### src/include/core_macros.svh
`ifndef CORE_MACROS_SVH
`define CORE_MACROS_SVH

// datapath and address width
`define CORE_XLEN      32
`define CORE_REG_COUNT 32
`define CORE_RESET_PC  32'h0000_0000

// instruction field positions
`define CORE_OP_HI     31
`define CORE_OP_LO     26
`define CORE_RD_HI     4
`define CORE_RD_LO     0
`define CORE_RJ_HI     9
`define CORE_RJ_LO     5
`define CORE_RK_HI     14
`define CORE_RK_LO     10
`define CORE_SI12_HI   21
`define CORE_SI12_LO   10
`define CORE_SI20_HI   24
`define CORE_SI20_LO   5
// branch offset in words
`define CORE_OFFS16_HI 25
`define CORE_OFFS16_LO 10

`endif

### src/logic/core_pkg.sv
`default_nettype none

`include "core_macros.svh"

package core_pkg;

    typedef logic [$clog2(`CORE_REG_COUNT)-1:0] reg_idx_t;

    // OP_NOP stands in for every undefined opcode
    typedef enum logic [5:0] {
        OP_NOP   = 6'd0,
        OP_ADD   = 6'd1,
        OP_SUB   = 6'd2,
        OP_AND   = 6'd3,
        OP_OR    = 6'd4,
        OP_XOR   = 6'd5,
        OP_SLT   = 6'd6,
        OP_ADDI  = 6'd8,
        OP_LU12I = 6'd9,
        OP_BEQ   = 6'd16,
        OP_BNE   = 6'd17,
        OP_B     = 6'd18
    } core_op_t;

    typedef struct packed {
        logic [`CORE_XLEN-1:0] pc;
        logic [`CORE_XLEN-1:0] instr;
    } fetch_t;

    typedef struct packed {
        logic [`CORE_XLEN-1:0] pc;
        core_op_t              op;
        reg_idx_t              rd;
        reg_idx_t              rj;
        // second source, rd for branches
        reg_idx_t              rk;
        logic [`CORE_XLEN-1:0] val_j;
        logic [`CORE_XLEN-1:0] val_k;
        logic [`CORE_XLEN-1:0] imm;
        logic                  wen;
    } issue_t;

endpackage

`default_nettype wire

### src/logic/fetch_unit.sv
`default_nettype none

`include "core_macros.svh"

module fetch_unit import core_pkg::*; (
    input  logic                  aclk,
    input  logic                  aresetn,
    input  logic                  i_redirect,
    input  logic [`CORE_XLEN-1:0] i_redirect_pc,
    output logic                  o_wb_cyc,
    output logic                  o_wb_stb,
    output logic                  o_wb_we,
    output logic [`CORE_XLEN-1:0] o_wb_adr,
    input  logic [`CORE_XLEN-1:0] i_wb_dat,
    input  logic                  i_wb_ack,
    output logic                  o_valid,
    output fetch_t                o_fetch
);

    logic [`CORE_XLEN-1:0] pc_q;
    logic [`CORE_XLEN-1:0] adr_q;
    logic [`CORE_XLEN-1:0] start_pc;
    logic                  cyc_q;
    logic                  stb_q;
    logic                  stale_q;
    logic                  done;

    assign done     = cyc_q & i_wb_ack;
    assign start_pc = i_redirect ? i_redirect_pc : pc_q;

    always_ff @(posedge aclk) begin
        if (!aresetn) begin
            pc_q <= `CORE_RESET_PC;
        end else if (i_redirect) begin
            pc_q <= i_redirect_pc;
        end else if (done && !stale_q) begin
            pc_q <= pc_q + `CORE_XLEN'(4);
        end
    end

    // classic cycle, idle for one clock after each ack
    always_ff @(posedge aclk) begin
        if (!aresetn) begin
            cyc_q   <= 1'b0;
            stb_q   <= 1'b0;
            stale_q <= 1'b0;
        end else if (done) begin
            cyc_q   <= 1'b0;
            stb_q   <= 1'b0;
            stale_q <= 1'b0;
        end else if (!cyc_q) begin
            cyc_q <= 1'b1;
            stb_q <= 1'b1;
        end else if (i_redirect) begin
            // word in flight belongs to the wrong path
            stale_q <= 1'b1;
        end
    end

    always_ff @(posedge aclk) begin
        if (!cyc_q) begin
            adr_q <= start_pc;
        end
    end

    assign o_wb_cyc = cyc_q;
    assign o_wb_stb = stb_q;
    assign o_wb_we  = 1'b0;
    assign o_wb_adr = adr_q;

    assign o_valid       = done & ~stale_q;
    assign o_fetch.pc    = adr_q;
    assign o_fetch.instr = i_wb_dat;

    stb_within_cyc: assert property (@(posedge aclk) disable iff (!aresetn)
        o_wb_stb |-> o_wb_cyc);

    adr_held_until_ack: assert property (@(posedge aclk) disable iff (!aresetn)
        o_wb_stb && !i_wb_ack |=> o_wb_stb && $stable(o_wb_adr));

endmodule

`default_nettype wire

### src/logic/stage_reg.sv
`default_nettype none

module stage_reg #(
    parameter type payload_t = logic
) (
    input  logic     aclk,
    input  logic     aresetn,
    input  logic     i_flush,
    input  logic     i_valid,
    input  payload_t i_data,
    output logic     o_valid,
    output payload_t o_data
);

    always_ff @(posedge aclk) begin
        if (!aresetn) begin
            o_valid <= 1'b0;
        end else begin
            o_valid <= i_valid & ~i_flush;
        end
    end

    // payload follows the input every cycle
    always_ff @(posedge aclk) begin
        o_data <= i_data;
    end

endmodule

`default_nettype wire

### src/logic/register_file.sv
`default_nettype none

`include "core_macros.svh"

module register_file import core_pkg::*; (
    input  logic                  aclk,
    input  reg_idx_t              i_raddr_j,
    input  reg_idx_t              i_raddr_k,
    output logic [`CORE_XLEN-1:0] o_rdata_j,
    output logic [`CORE_XLEN-1:0] o_rdata_k,
    input  logic                  i_wen,
    input  reg_idx_t              i_waddr,
    input  logic [`CORE_XLEN-1:0] i_wdata
);

    logic [`CORE_XLEN-1:0] regs [`CORE_REG_COUNT];

    always_ff @(posedge aclk) begin
        if (i_wen) begin
            regs[i_waddr] <= i_wdata;
        end
    end

    // r0 reads zero, same-cycle write goes straight through
    function automatic logic [`CORE_XLEN-1:0] read_reg(input reg_idx_t addr);
        if (addr == '0) begin
            return '0;
        end
        if (i_wen && i_waddr == addr) begin
            return i_wdata;
        end
        return regs[addr];
    endfunction

    always_comb begin
        o_rdata_j = read_reg(i_raddr_j);
        o_rdata_k = read_reg(i_raddr_k);
    end

endmodule

`default_nettype wire

### src/logic/decode_unit.sv
`default_nettype none

`include "core_macros.svh"

module decode_unit import core_pkg::*; (
    input  logic                  i_valid,
    input  fetch_t                i_fetch,
    output reg_idx_t              o_raddr_j,
    output reg_idx_t              o_raddr_k,
    input  logic [`CORE_XLEN-1:0] i_rdata_j,
    input  logic [`CORE_XLEN-1:0] i_rdata_k,
    output logic                  o_valid,
    output issue_t                o_issue
);

    logic [5:0]            opcode;
    reg_idx_t              rd;
    reg_idx_t              rj;
    reg_idx_t              rk;
    logic [11:0]           si12;
    logic [19:0]           si20;
    logic [15:0]           offs16;
    core_op_t              op;
    logic                  is_branch;
    logic                  writes_reg;
    logic [`CORE_XLEN-1:0] imm;

    assign opcode = i_fetch.instr[`CORE_OP_HI:`CORE_OP_LO];
    assign rd     = i_fetch.instr[`CORE_RD_HI:`CORE_RD_LO];
    assign rj     = i_fetch.instr[`CORE_RJ_HI:`CORE_RJ_LO];
    assign rk     = i_fetch.instr[`CORE_RK_HI:`CORE_RK_LO];
    assign si12   = i_fetch.instr[`CORE_SI12_HI:`CORE_SI12_LO];
    assign si20   = i_fetch.instr[`CORE_SI20_HI:`CORE_SI20_LO];
    assign offs16 = i_fetch.instr[`CORE_OFFS16_HI:`CORE_OFFS16_LO];

    always_comb begin
        case (opcode)
            OP_ADD, OP_SUB, OP_AND, OP_OR, OP_XOR, OP_SLT,
            OP_ADDI, OP_LU12I, OP_BEQ, OP_BNE, OP_B: op = core_op_t'(opcode);
            default:                                 op = OP_NOP;
        endcase
    end

    assign is_branch  = op inside {OP_BEQ, OP_BNE, OP_B};
    assign writes_reg = op inside {OP_ADD, OP_SUB, OP_AND, OP_OR, OP_XOR, OP_SLT,
                                   OP_ADDI, OP_LU12I};

    always_comb begin
        case (op)
            OP_ADDI:  imm = {{(`CORE_XLEN-12){si12[11]}}, si12};
            OP_LU12I: imm = {si20, {(`CORE_XLEN-20){1'b0}}};
            // word offset scaled to bytes
            OP_BEQ, OP_BNE, OP_B: imm = {{(`CORE_XLEN-18){offs16[15]}}, offs16, 2'b00};
            default:  imm = '0;
        endcase
    end

    // branches compare rj against rd
    assign o_raddr_j = rj;
    assign o_raddr_k = is_branch ? rd : rk;

    assign o_valid = i_valid;

    always_comb begin
        o_issue.pc    = i_fetch.pc;
        o_issue.op    = op;
        o_issue.rd    = rd;
        o_issue.rj    = o_raddr_j;
        o_issue.rk    = o_raddr_k;
        o_issue.val_j = i_rdata_j;
        o_issue.val_k = i_rdata_k;
        o_issue.imm   = imm;
        o_issue.wen   = writes_reg;
    end

endmodule

`default_nettype wire

### src/logic/execute_unit.sv
`default_nettype none

`include "core_macros.svh"

module execute_unit import core_pkg::*; (
    input  logic                  i_valid,
    input  issue_t                i_issue,
    input  logic                  i_fwd_valid,
    input  reg_idx_t              i_fwd_rd,
    input  logic [`CORE_XLEN-1:0] i_fwd_data,
    output logic                  o_redirect,
    output logic [`CORE_XLEN-1:0] o_redirect_pc,
    output logic                  o_valid,
    output logic [`CORE_XLEN-1:0] o_pc,
    output logic                  o_wen,
    output reg_idx_t              o_rd,
    output logic [`CORE_XLEN-1:0] o_data
);

    logic                  fwd_j;
    logic                  fwd_k;
    logic [`CORE_XLEN-1:0] opnd_j;
    logic [`CORE_XLEN-1:0] opnd_k;
    logic [`CORE_XLEN-1:0] result;
    logic                  taken;

    // operands read in decode may be one write behind
    assign fwd_j  = i_fwd_valid && i_issue.rj != '0 && i_fwd_rd == i_issue.rj;
    assign fwd_k  = i_fwd_valid && i_issue.rk != '0 && i_fwd_rd == i_issue.rk;
    assign opnd_j = fwd_j ? i_fwd_data : i_issue.val_j;
    assign opnd_k = fwd_k ? i_fwd_data : i_issue.val_k;

    always_comb begin
        result = '0;
        taken  = 1'b0;
        case (i_issue.op)
            OP_ADD:   result = opnd_j + opnd_k;
            OP_SUB:   result = opnd_j - opnd_k;
            OP_AND:   result = opnd_j & opnd_k;
            OP_OR:    result = opnd_j | opnd_k;
            OP_XOR:   result = opnd_j ^ opnd_k;
            OP_SLT:   result = {{(`CORE_XLEN-1){1'b0}}, $signed(opnd_j) < $signed(opnd_k)};
            OP_ADDI:  result = opnd_j + i_issue.imm;
            OP_LU12I: result = i_issue.imm;
            OP_BEQ:   taken  = opnd_j == opnd_k;
            OP_BNE:   taken  = opnd_j != opnd_k;
            OP_B:     taken  = 1'b1;
            default:  result = '0;
        endcase
    end

    // taken branch flushes everything younger
    assign o_redirect    = i_valid & taken;
    assign o_redirect_pc = i_issue.pc + i_issue.imm;

    assign o_valid = i_valid;
    assign o_pc    = i_issue.pc;
    assign o_wen   = i_issue.wen;
    assign o_rd    = i_issue.rd;
    assign o_data  = result;

endmodule

`default_nettype wire

### src/logic/result_unit.sv
`default_nettype none

`include "core_macros.svh"

module result_unit import core_pkg::*; (
    input  logic                  aclk,
    input  logic                  aresetn,
    input  logic                  i_valid,
    input  logic [`CORE_XLEN-1:0] i_pc,
    input  logic                  i_wen,
    input  reg_idx_t              i_rd,
    input  logic [`CORE_XLEN-1:0] i_data,
    output logic                  o_rf_wen,
    output reg_idx_t              o_rf_waddr,
    output logic [`CORE_XLEN-1:0] o_rf_wdata,
    output logic                  o_fwd_valid,
    output reg_idx_t              o_fwd_rd,
    output logic [`CORE_XLEN-1:0] o_fwd_data,
    output logic                  o_debug_valid,
    output logic [`CORE_XLEN-1:0] o_debug_pc,
    output logic [3:0]            o_debug_wen,
    output reg_idx_t              o_debug_wnum,
    output logic [`CORE_XLEN-1:0] o_debug_wdata
);

    logic                  valid_q;
    logic                  wen_q;
    logic [`CORE_XLEN-1:0] pc_q;
    logic [`CORE_XLEN-1:0] data_q;
    reg_idx_t              rd_q;
    logic                  write;

    // writes to r0 retire as no write
    assign write = i_valid && i_wen && i_rd != '0;

    always_ff @(posedge aclk) begin
        if (!aresetn) begin
            valid_q <= 1'b0;
            wen_q   <= 1'b0;
        end else begin
            valid_q <= i_valid;
            wen_q   <= write;
        end
    end

    always_ff @(posedge aclk) begin
        pc_q   <= i_pc;
        rd_q   <= write ? i_rd : '0;
        data_q <= write ? i_data : '0;
    end

    assign o_rf_wen   = wen_q;
    assign o_rf_waddr = rd_q;
    assign o_rf_wdata = data_q;

    assign o_fwd_valid = wen_q;
    assign o_fwd_rd    = rd_q;
    assign o_fwd_data  = data_q;

    assign o_debug_valid = valid_q;
    assign o_debug_pc    = pc_q;
    assign o_debug_wen   = {4{wen_q}};
    assign o_debug_wnum  = rd_q;
    assign o_debug_wdata = data_q;

    no_trace_write_to_r0: assert property (@(posedge aclk) disable iff (!aresetn)
        o_debug_wen != 4'b0000 |-> o_debug_valid && o_debug_wnum != '0);

endmodule

`default_nettype wire

### src/logic/core_top.sv
`default_nettype none

`include "core_macros.svh"

module core_top import core_pkg::*; (
    input  logic                  aclk,
    input  logic                  aresetn,
    output logic                  o_wb_cyc,
    output logic                  o_wb_stb,
    output logic [`CORE_XLEN-1:0] o_wb_adr,
    output logic                  o_wb_we,
    input  logic [`CORE_XLEN-1:0] i_wb_dat,
    input  logic                  i_wb_ack,
    output logic                  o_debug_valid,
    output logic [`CORE_XLEN-1:0] o_debug_pc,
    output logic [3:0]            o_debug_wen,
    output reg_idx_t              o_debug_wnum,
    output logic [`CORE_XLEN-1:0] o_debug_wdata
);

    logic                  fetch_valid;
    fetch_t                fetch_data;
    logic                  fs_valid;
    fetch_t                fs_data;
    logic                  dec_valid;
    issue_t                dec_issue;
    logic                  is_valid;
    issue_t                is_issue;
    reg_idx_t              raddr_j;
    reg_idx_t              raddr_k;
    logic [`CORE_XLEN-1:0] rdata_j;
    logic [`CORE_XLEN-1:0] rdata_k;
    logic                  redirect;
    logic [`CORE_XLEN-1:0] redirect_pc;
    logic                  ex_valid;
    logic [`CORE_XLEN-1:0] ex_pc;
    logic                  ex_wen;
    reg_idx_t              ex_rd;
    logic [`CORE_XLEN-1:0] ex_data;
    logic                  rf_wen;
    reg_idx_t              rf_waddr;
    logic [`CORE_XLEN-1:0] rf_wdata;
    logic                  fwd_valid;
    reg_idx_t              fwd_rd;
    logic [`CORE_XLEN-1:0] fwd_data;

    fetch_unit fetch_unit_i (
        .aclk          (aclk),
        .aresetn       (aresetn),
        .i_redirect    (redirect),
        .i_redirect_pc (redirect_pc),
        .o_wb_cyc      (o_wb_cyc),
        .o_wb_stb      (o_wb_stb),
        .o_wb_we       (o_wb_we),
        .o_wb_adr      (o_wb_adr),
        .i_wb_dat      (i_wb_dat),
        .i_wb_ack      (i_wb_ack),
        .o_valid       (fetch_valid),
        .o_fetch       (fetch_data)
    );

    stage_reg #(.payload_t(fetch_t)) fetch_stage_i (
        .aclk    (aclk),
        .aresetn (aresetn),
        .i_flush (redirect),
        .i_valid (fetch_valid),
        .i_data  (fetch_data),
        .o_valid (fs_valid),
        .o_data  (fs_data)
    );

    decode_unit decode_unit_i (
        .i_valid   (fs_valid),
        .i_fetch   (fs_data),
        .o_raddr_j (raddr_j),
        .o_raddr_k (raddr_k),
        .i_rdata_j (rdata_j),
        .i_rdata_k (rdata_k),
        .o_valid   (dec_valid),
        .o_issue   (dec_issue)
    );

    register_file register_file_i (
        .aclk      (aclk),
        .i_raddr_j (raddr_j),
        .i_raddr_k (raddr_k),
        .o_rdata_j (rdata_j),
        .o_rdata_k (rdata_k),
        .i_wen     (rf_wen),
        .i_waddr   (rf_waddr),
        .i_wdata   (rf_wdata)
    );

    stage_reg #(.payload_t(issue_t)) issue_stage_i (
        .aclk    (aclk),
        .aresetn (aresetn),
        .i_flush (redirect),
        .i_valid (dec_valid),
        .i_data  (dec_issue),
        .o_valid (is_valid),
        .o_data  (is_issue)
    );

    execute_unit execute_unit_i (
        .i_valid       (is_valid),
        .i_issue       (is_issue),
        .i_fwd_valid   (fwd_valid),
        .i_fwd_rd      (fwd_rd),
        .i_fwd_data    (fwd_data),
        .o_redirect    (redirect),
        .o_redirect_pc (redirect_pc),
        .o_valid       (ex_valid),
        .o_pc          (ex_pc),
        .o_wen         (ex_wen),
        .o_rd          (ex_rd),
        .o_data        (ex_data)
    );

    result_unit result_unit_i (
        .aclk          (aclk),
        .aresetn       (aresetn),
        .i_valid       (ex_valid),
        .i_pc          (ex_pc),
        .i_wen         (ex_wen),
        .i_rd          (ex_rd),
        .i_data        (ex_data),
        .o_rf_wen      (rf_wen),
        .o_rf_waddr    (rf_waddr),
        .o_rf_wdata    (rf_wdata),
        .o_fwd_valid   (fwd_valid),
        .o_fwd_rd      (fwd_rd),
        .o_fwd_data    (fwd_data),
        .o_debug_valid (o_debug_valid),
        .o_debug_pc    (o_debug_pc),
        .o_debug_wen   (o_debug_wen),
        .o_debug_wnum  (o_debug_wnum),
        .o_debug_wdata (o_debug_wdata)
    );

endmodule

`default_nettype wire

### config.mk
export PLATFORM = sky130hd
export DESIGN_NAME = core_top
export DESIGN_NICKNAME = d
export VERILOG_FILES = /design/src/logic/core_pkg.sv /design/src/logic/fetch_unit.sv /design/src/logic/stage_reg.sv /design/src/logic/register_file.sv /design/src/logic/decode_unit.sv /design/src/logic/execute_unit.sv /design/src/logic/result_unit.sv /design/src/logic/core_top.sv
export VERILOG_INCLUDE_DIRS = /design/src /design/src/include
export SDC_FILE = /design/constraint.sdc
export NUM_CORES = 2
export LEC_CHECK = 0
export BUFFER_PORTS_ARGS = -buffer_cell sky130_fd_sc_hd__buf_4
export CORE_AREA = 2 2 524 396
export DETAILED_ROUTE_END_ITERATION = 6
export DIE_AREA = 0 0 526 398
export GPL_TIMING_DRIVEN = 0
export MAX_ROUTING_LAYER = met4
export SYNTH_ARGS = -nofsm -noshare
export SYNTH_HDL_FRONTEND = slang
export SYNTH_SLANG_ARGS = --single-unit
### constraint.sdc
create_clock -name aclk -period 5.9 [get_ports aclk]
set_clock_uncertainty 0.1 [all_clocks]
set_input_delay 1.18 -clock aclk [delete_from_list [all_inputs] [get_ports aclk]]
set_output_delay 1.18 -clock aclk [all_outputs]
set_load 0.1 [all_outputs]
==> impl_results.md <==
* Failing checks: capacitance limit, slew limit
* Synth area leaders: edfxtp_1, mux4_2, dfxtp_1, nand2_1, nand3_1
* Gate power share at 11.7%
* Cells after synthesis at 5664
* Fin. Hold Viols at 0
* Final nets at 6185
* DIE WIDTH at 526 um
* F_max at 169.6 MHz
* Final total power at 22.71 mW
* Seq pwr share at 46.2%
* Post-route ant nets at 0
* Yosys cell types at 95
* Ys async rst share at 0%
* Leak pwr at 29.17 nW
* Slew @ Worst Pin at 1.591 ns
* Fin. max-slew vios at 11
* Power Dens Cells at 289.6 nW/um^2
* Sequential area share after synthesis at 56.85%
* WHS at 0.1983 ns
* Crit path DAT at 6.47 ns
* Avg Vias per Cell at 5.975
* CP peak stage delay at 0.93 ns
* First-pass GRT wire length at 362.5 mm
* Yosys warning total at 0
* Starting Density at 32.85%
* H-tree depth at 4
* Longest Clk Path Bufs at 3
* Switch Pwr at 6.145 mW
* Status: finished with violations
* Crit path time final at 5.897 ns
* Crit path max-delay family: compound AO/OA/AOI/OAI gates
* WL per Instance at 29.28 um
* WL final at 258.6 mm
* Pre-CTS WS at -1.570 ns
* Largest net degree at the start of global routing at 40
* Vias in the first global route at 49533
* GRT Total Usage at 24.76%
* Startpoint Class: flop
* Final setup fails at 0
* Via Count at 52769
* CTS tree: built
* Predominant post-synthesis flop cell: edfxtp_1
* Total CTS buffers at 147
* Hold crit path type: flop to flop
* Die ar. at 209300 um^2
* Die Ht at 398 um
* Kind of critical path: flop to flop
* Area of the core at 204300 um^2
* Sw Share at 27.05%
* Worst-path clk slew at 0.06 ns
* Placed Instances at 8543
* Post-cts hold buffer count at 0
* # rows at 144
* Root buffer cell: clkbuf_16
* Initial drt markers at 9259
* CP max FO at 10
* Slew margin rel. at -6.071%
* Syn-to-layout area delta at 16.83%
* 1st-pass router iterations at 6
* R2r setup slk at 0.003 ns
* Clock Power Share at 42.1%
* Worst-Skew Late Latency at 0.82 ns
* Crit-path cells: or2_2 -> a2111oi_2 -> mux2i_2 -> clkbuf_2 -> clkbuf_2 -> clkbuf_1 -> nand3_1 -> a311oi_1 -> a311oi_1 -> a21oi_1 -> a211oi_1
* I/O pin cnt at 144
* P_int at 16.57 mW
* Syn_area_per_cell at 11.85 um^2
* Post-synthesis register bit count at 1378
* Post-route DRC at 0
* CP bufs+invs at 3
* VDD IR max at 250.1 uV
* Crit. End Element: flop
* GRT Residual Overflow at 0
* Worst Slack Setup Final at 0.003412 ns
* Placer Congestion at 1.009
* # port buffers at 141
* Post-DP HPWL at 195.0 mm
* Mapped Area at 67120 um^2
* CTS sink count at 1378
* Number of synthesized flops with an enable pin at 1056
* Initial antenna violation count at 6
* Slowest CP cell: a311oi_1
* Final critical-path share of the clock period at 99.94%
* Fill count at 19448
* Layout cells sized above 1 at 16.14%
* Max-Cap Viols at 1
* Crit path required time at 6.47 ns
* Sum Neg Setup Slack at 0 ns
* Non-Filler Instances at 8831
* Area leader, netlist: edfxtp_1
* Yosys top cell area share at 47.24%
==> layout by cell type, fill, tap and decap left out, drive strengths merged, types with 56 or more instances in the layout <==
cell type / instances
clkbuf: 490
inv: 95
buf: 276
ha: 142
mux2i: 77
dfxtp: 322
nor2: 252
xnor2: 83
o21ai: 65
nand3: 558
edfxtp: 1056
nand2: 1223
a311oi: 162
and3: 87
mux4: 320
clkinv: 68
a211oi: 83
a21oi: 189
a21o: 56
==> flip-flops by register name (all words and copies together), names as in the netlist <==
name                         count
issue_stage_i.o_data           150
fetch_unit_i.stale_q             1
result_unit_i.o_debug_valid      1
result_unit_i.o_debug_pc        32
fetch_stage_i.o_valid            1
fetch_unit_i.pc_q               32
register_file_i.regs          1024
result_unit_i.o_debug_wdata     32
result_unit_i.o_fwd_valid        1
result_unit_i.o_debug_wnum       5
fetch_stage_i.o_data            64
fetch_unit_i.o_wb_stb            1
fetch_unit_i.o_wb_adr           32
fetch_unit_i.o_wb_cyc            1
issue_stage_i.o_valid            1
==> power by group through the flow <==
stage / combinational, mW / sequential [mW] / clock, mW
floorplan: 1.38 / 10.8 / 0
global placement: 2.44 / 10.7 / 0
detailed placement: 2.45 / 10.7 / 0
CTS: 2.50 / 10.5 / 9.61
global route: 2.76 / 10.5 / 10.0
finish: 2.65 / 10.5 / 9.56
==> synthesized netlist by cell type (21+ instances only) <==
library cell	n
mux2_2	33
clkbuf_1	318
nand2_1	1222
a31oi_1	52
o21ai_0	62
nand3_1	558
a21boi_0	24
a211oi_1	82
xor2_1	30
mux2i_1	77
a21o_1	56
ha_1	142
nor3_1	35
a21oi_1	187
a221oi_1	21
dfxtp_1	322
buf_1	42
inv_1	90
nor2_1	250
buf_2	30
and3_1	87
mux4_2	320
a311oi_1	162
xnor2_1	83
edfxtp_1	1056
==> through the flow <==
| stage | util [%] | instance area [um^2] |
|---|---|---|
| after floorplan | - | 67120 |
| after global placement | 35.02 | 71560 |
| after detailed placement | 35.54 | 72600 |
| after CTS | 38.14 | 77930 |
| after global routing | 38.38 | 78410 |
| final | 38.38 | 78420 |
==> path summary, 6_finish.rpt <==
kind,startpoint,cells past startpoint,to
min,fetch_stage_i.o_data[60]$_DFF_P_,0,issue_stage_i.o_data[146]$_DFF_P_
max,fetch_stage_i.o_data[29]$_DFF_P_,11,issue_stage_i.o_data[47]$_SDFF_PN0_
max reg2reg,fetch_stage_i.o_data[29]$_DFF_P_,11,issue_stage_i.o_data[47]$_SDFF_PN0_
min reg2reg,fetch_stage_i.o_data[60]$_DFF_P_,0,issue_stage_i.o_data[146]$_DFF_P_
==> area by class of cell <==
class	count	area (um^2)	share of cell area, %
Inverter	92	345.3	0.4404
Tap cell	2701	3379	4.310
Antenna cell	4	10.01	0.01276
Timing Repair Buffer	197	2046	2.609
Multi-Input combinational cell	3797	27780	35.42
Clock inverter	91	1044	1.331
Sequential cell	1378	38190	48.70
Clock buffer	179	3915	4.993
Buffer	392	1709	2.180
==> worst reg2reg max path: stages, from the launching register on <==
cell       delay [ns]
dfxtp_1          0.37
or2_2            0.36
a2111oi_2        0.69
mux2i_2          0.69
clkbuf_2         0.45
clkbuf_2         0.52
clkbuf_1         0.63
nand3_1          0.16
a311oi_1         0.93
a311oi_1         0.10
a21oi_1          0.60
a211oi_1         0.16
==> cells by family (layout without fill, tap and decap cells) <==
logic type               Yosys count  after routing  share of synthesized area, %
AO/OA/AOI/OAI                    804            804                         8.568
XOR/XNOR                         113            113                         1.475
adder cells (fa/ha/maj)          147            147                         2.766
buffers and inverters            491            951                         2.863
flip-flops                      1378           1378                         56.85
multiplexers                     431            431                         12.46
other                              1              6                      0.005587
AND/OR/NAND/NOR                 2299           2300                         15.02
==> layer usage <==
| metal | vias to the layer above | part of all wire (%) | track usage [%] |
|---|---|---|---|
| li1 | 21996 | - | - |
| met1 | 26363 | 41 | 34.81 |
| met2 | 3898 | 40 | 33.13 |
| met3 | 512 | 13 | 6.273 |
| met4 | 0 | 5.2 | 11.44 |
| met5 | - | 0 | - |
==> what timing repair did <==
action	CTS	global route
setup buffers	3	13
pin swaps	5	14
resized for setup	87	75
gates cloned	0	1
endpoints found under the setup margin	123	89
No activity file was read; power rests on OpenSTA's default activity.
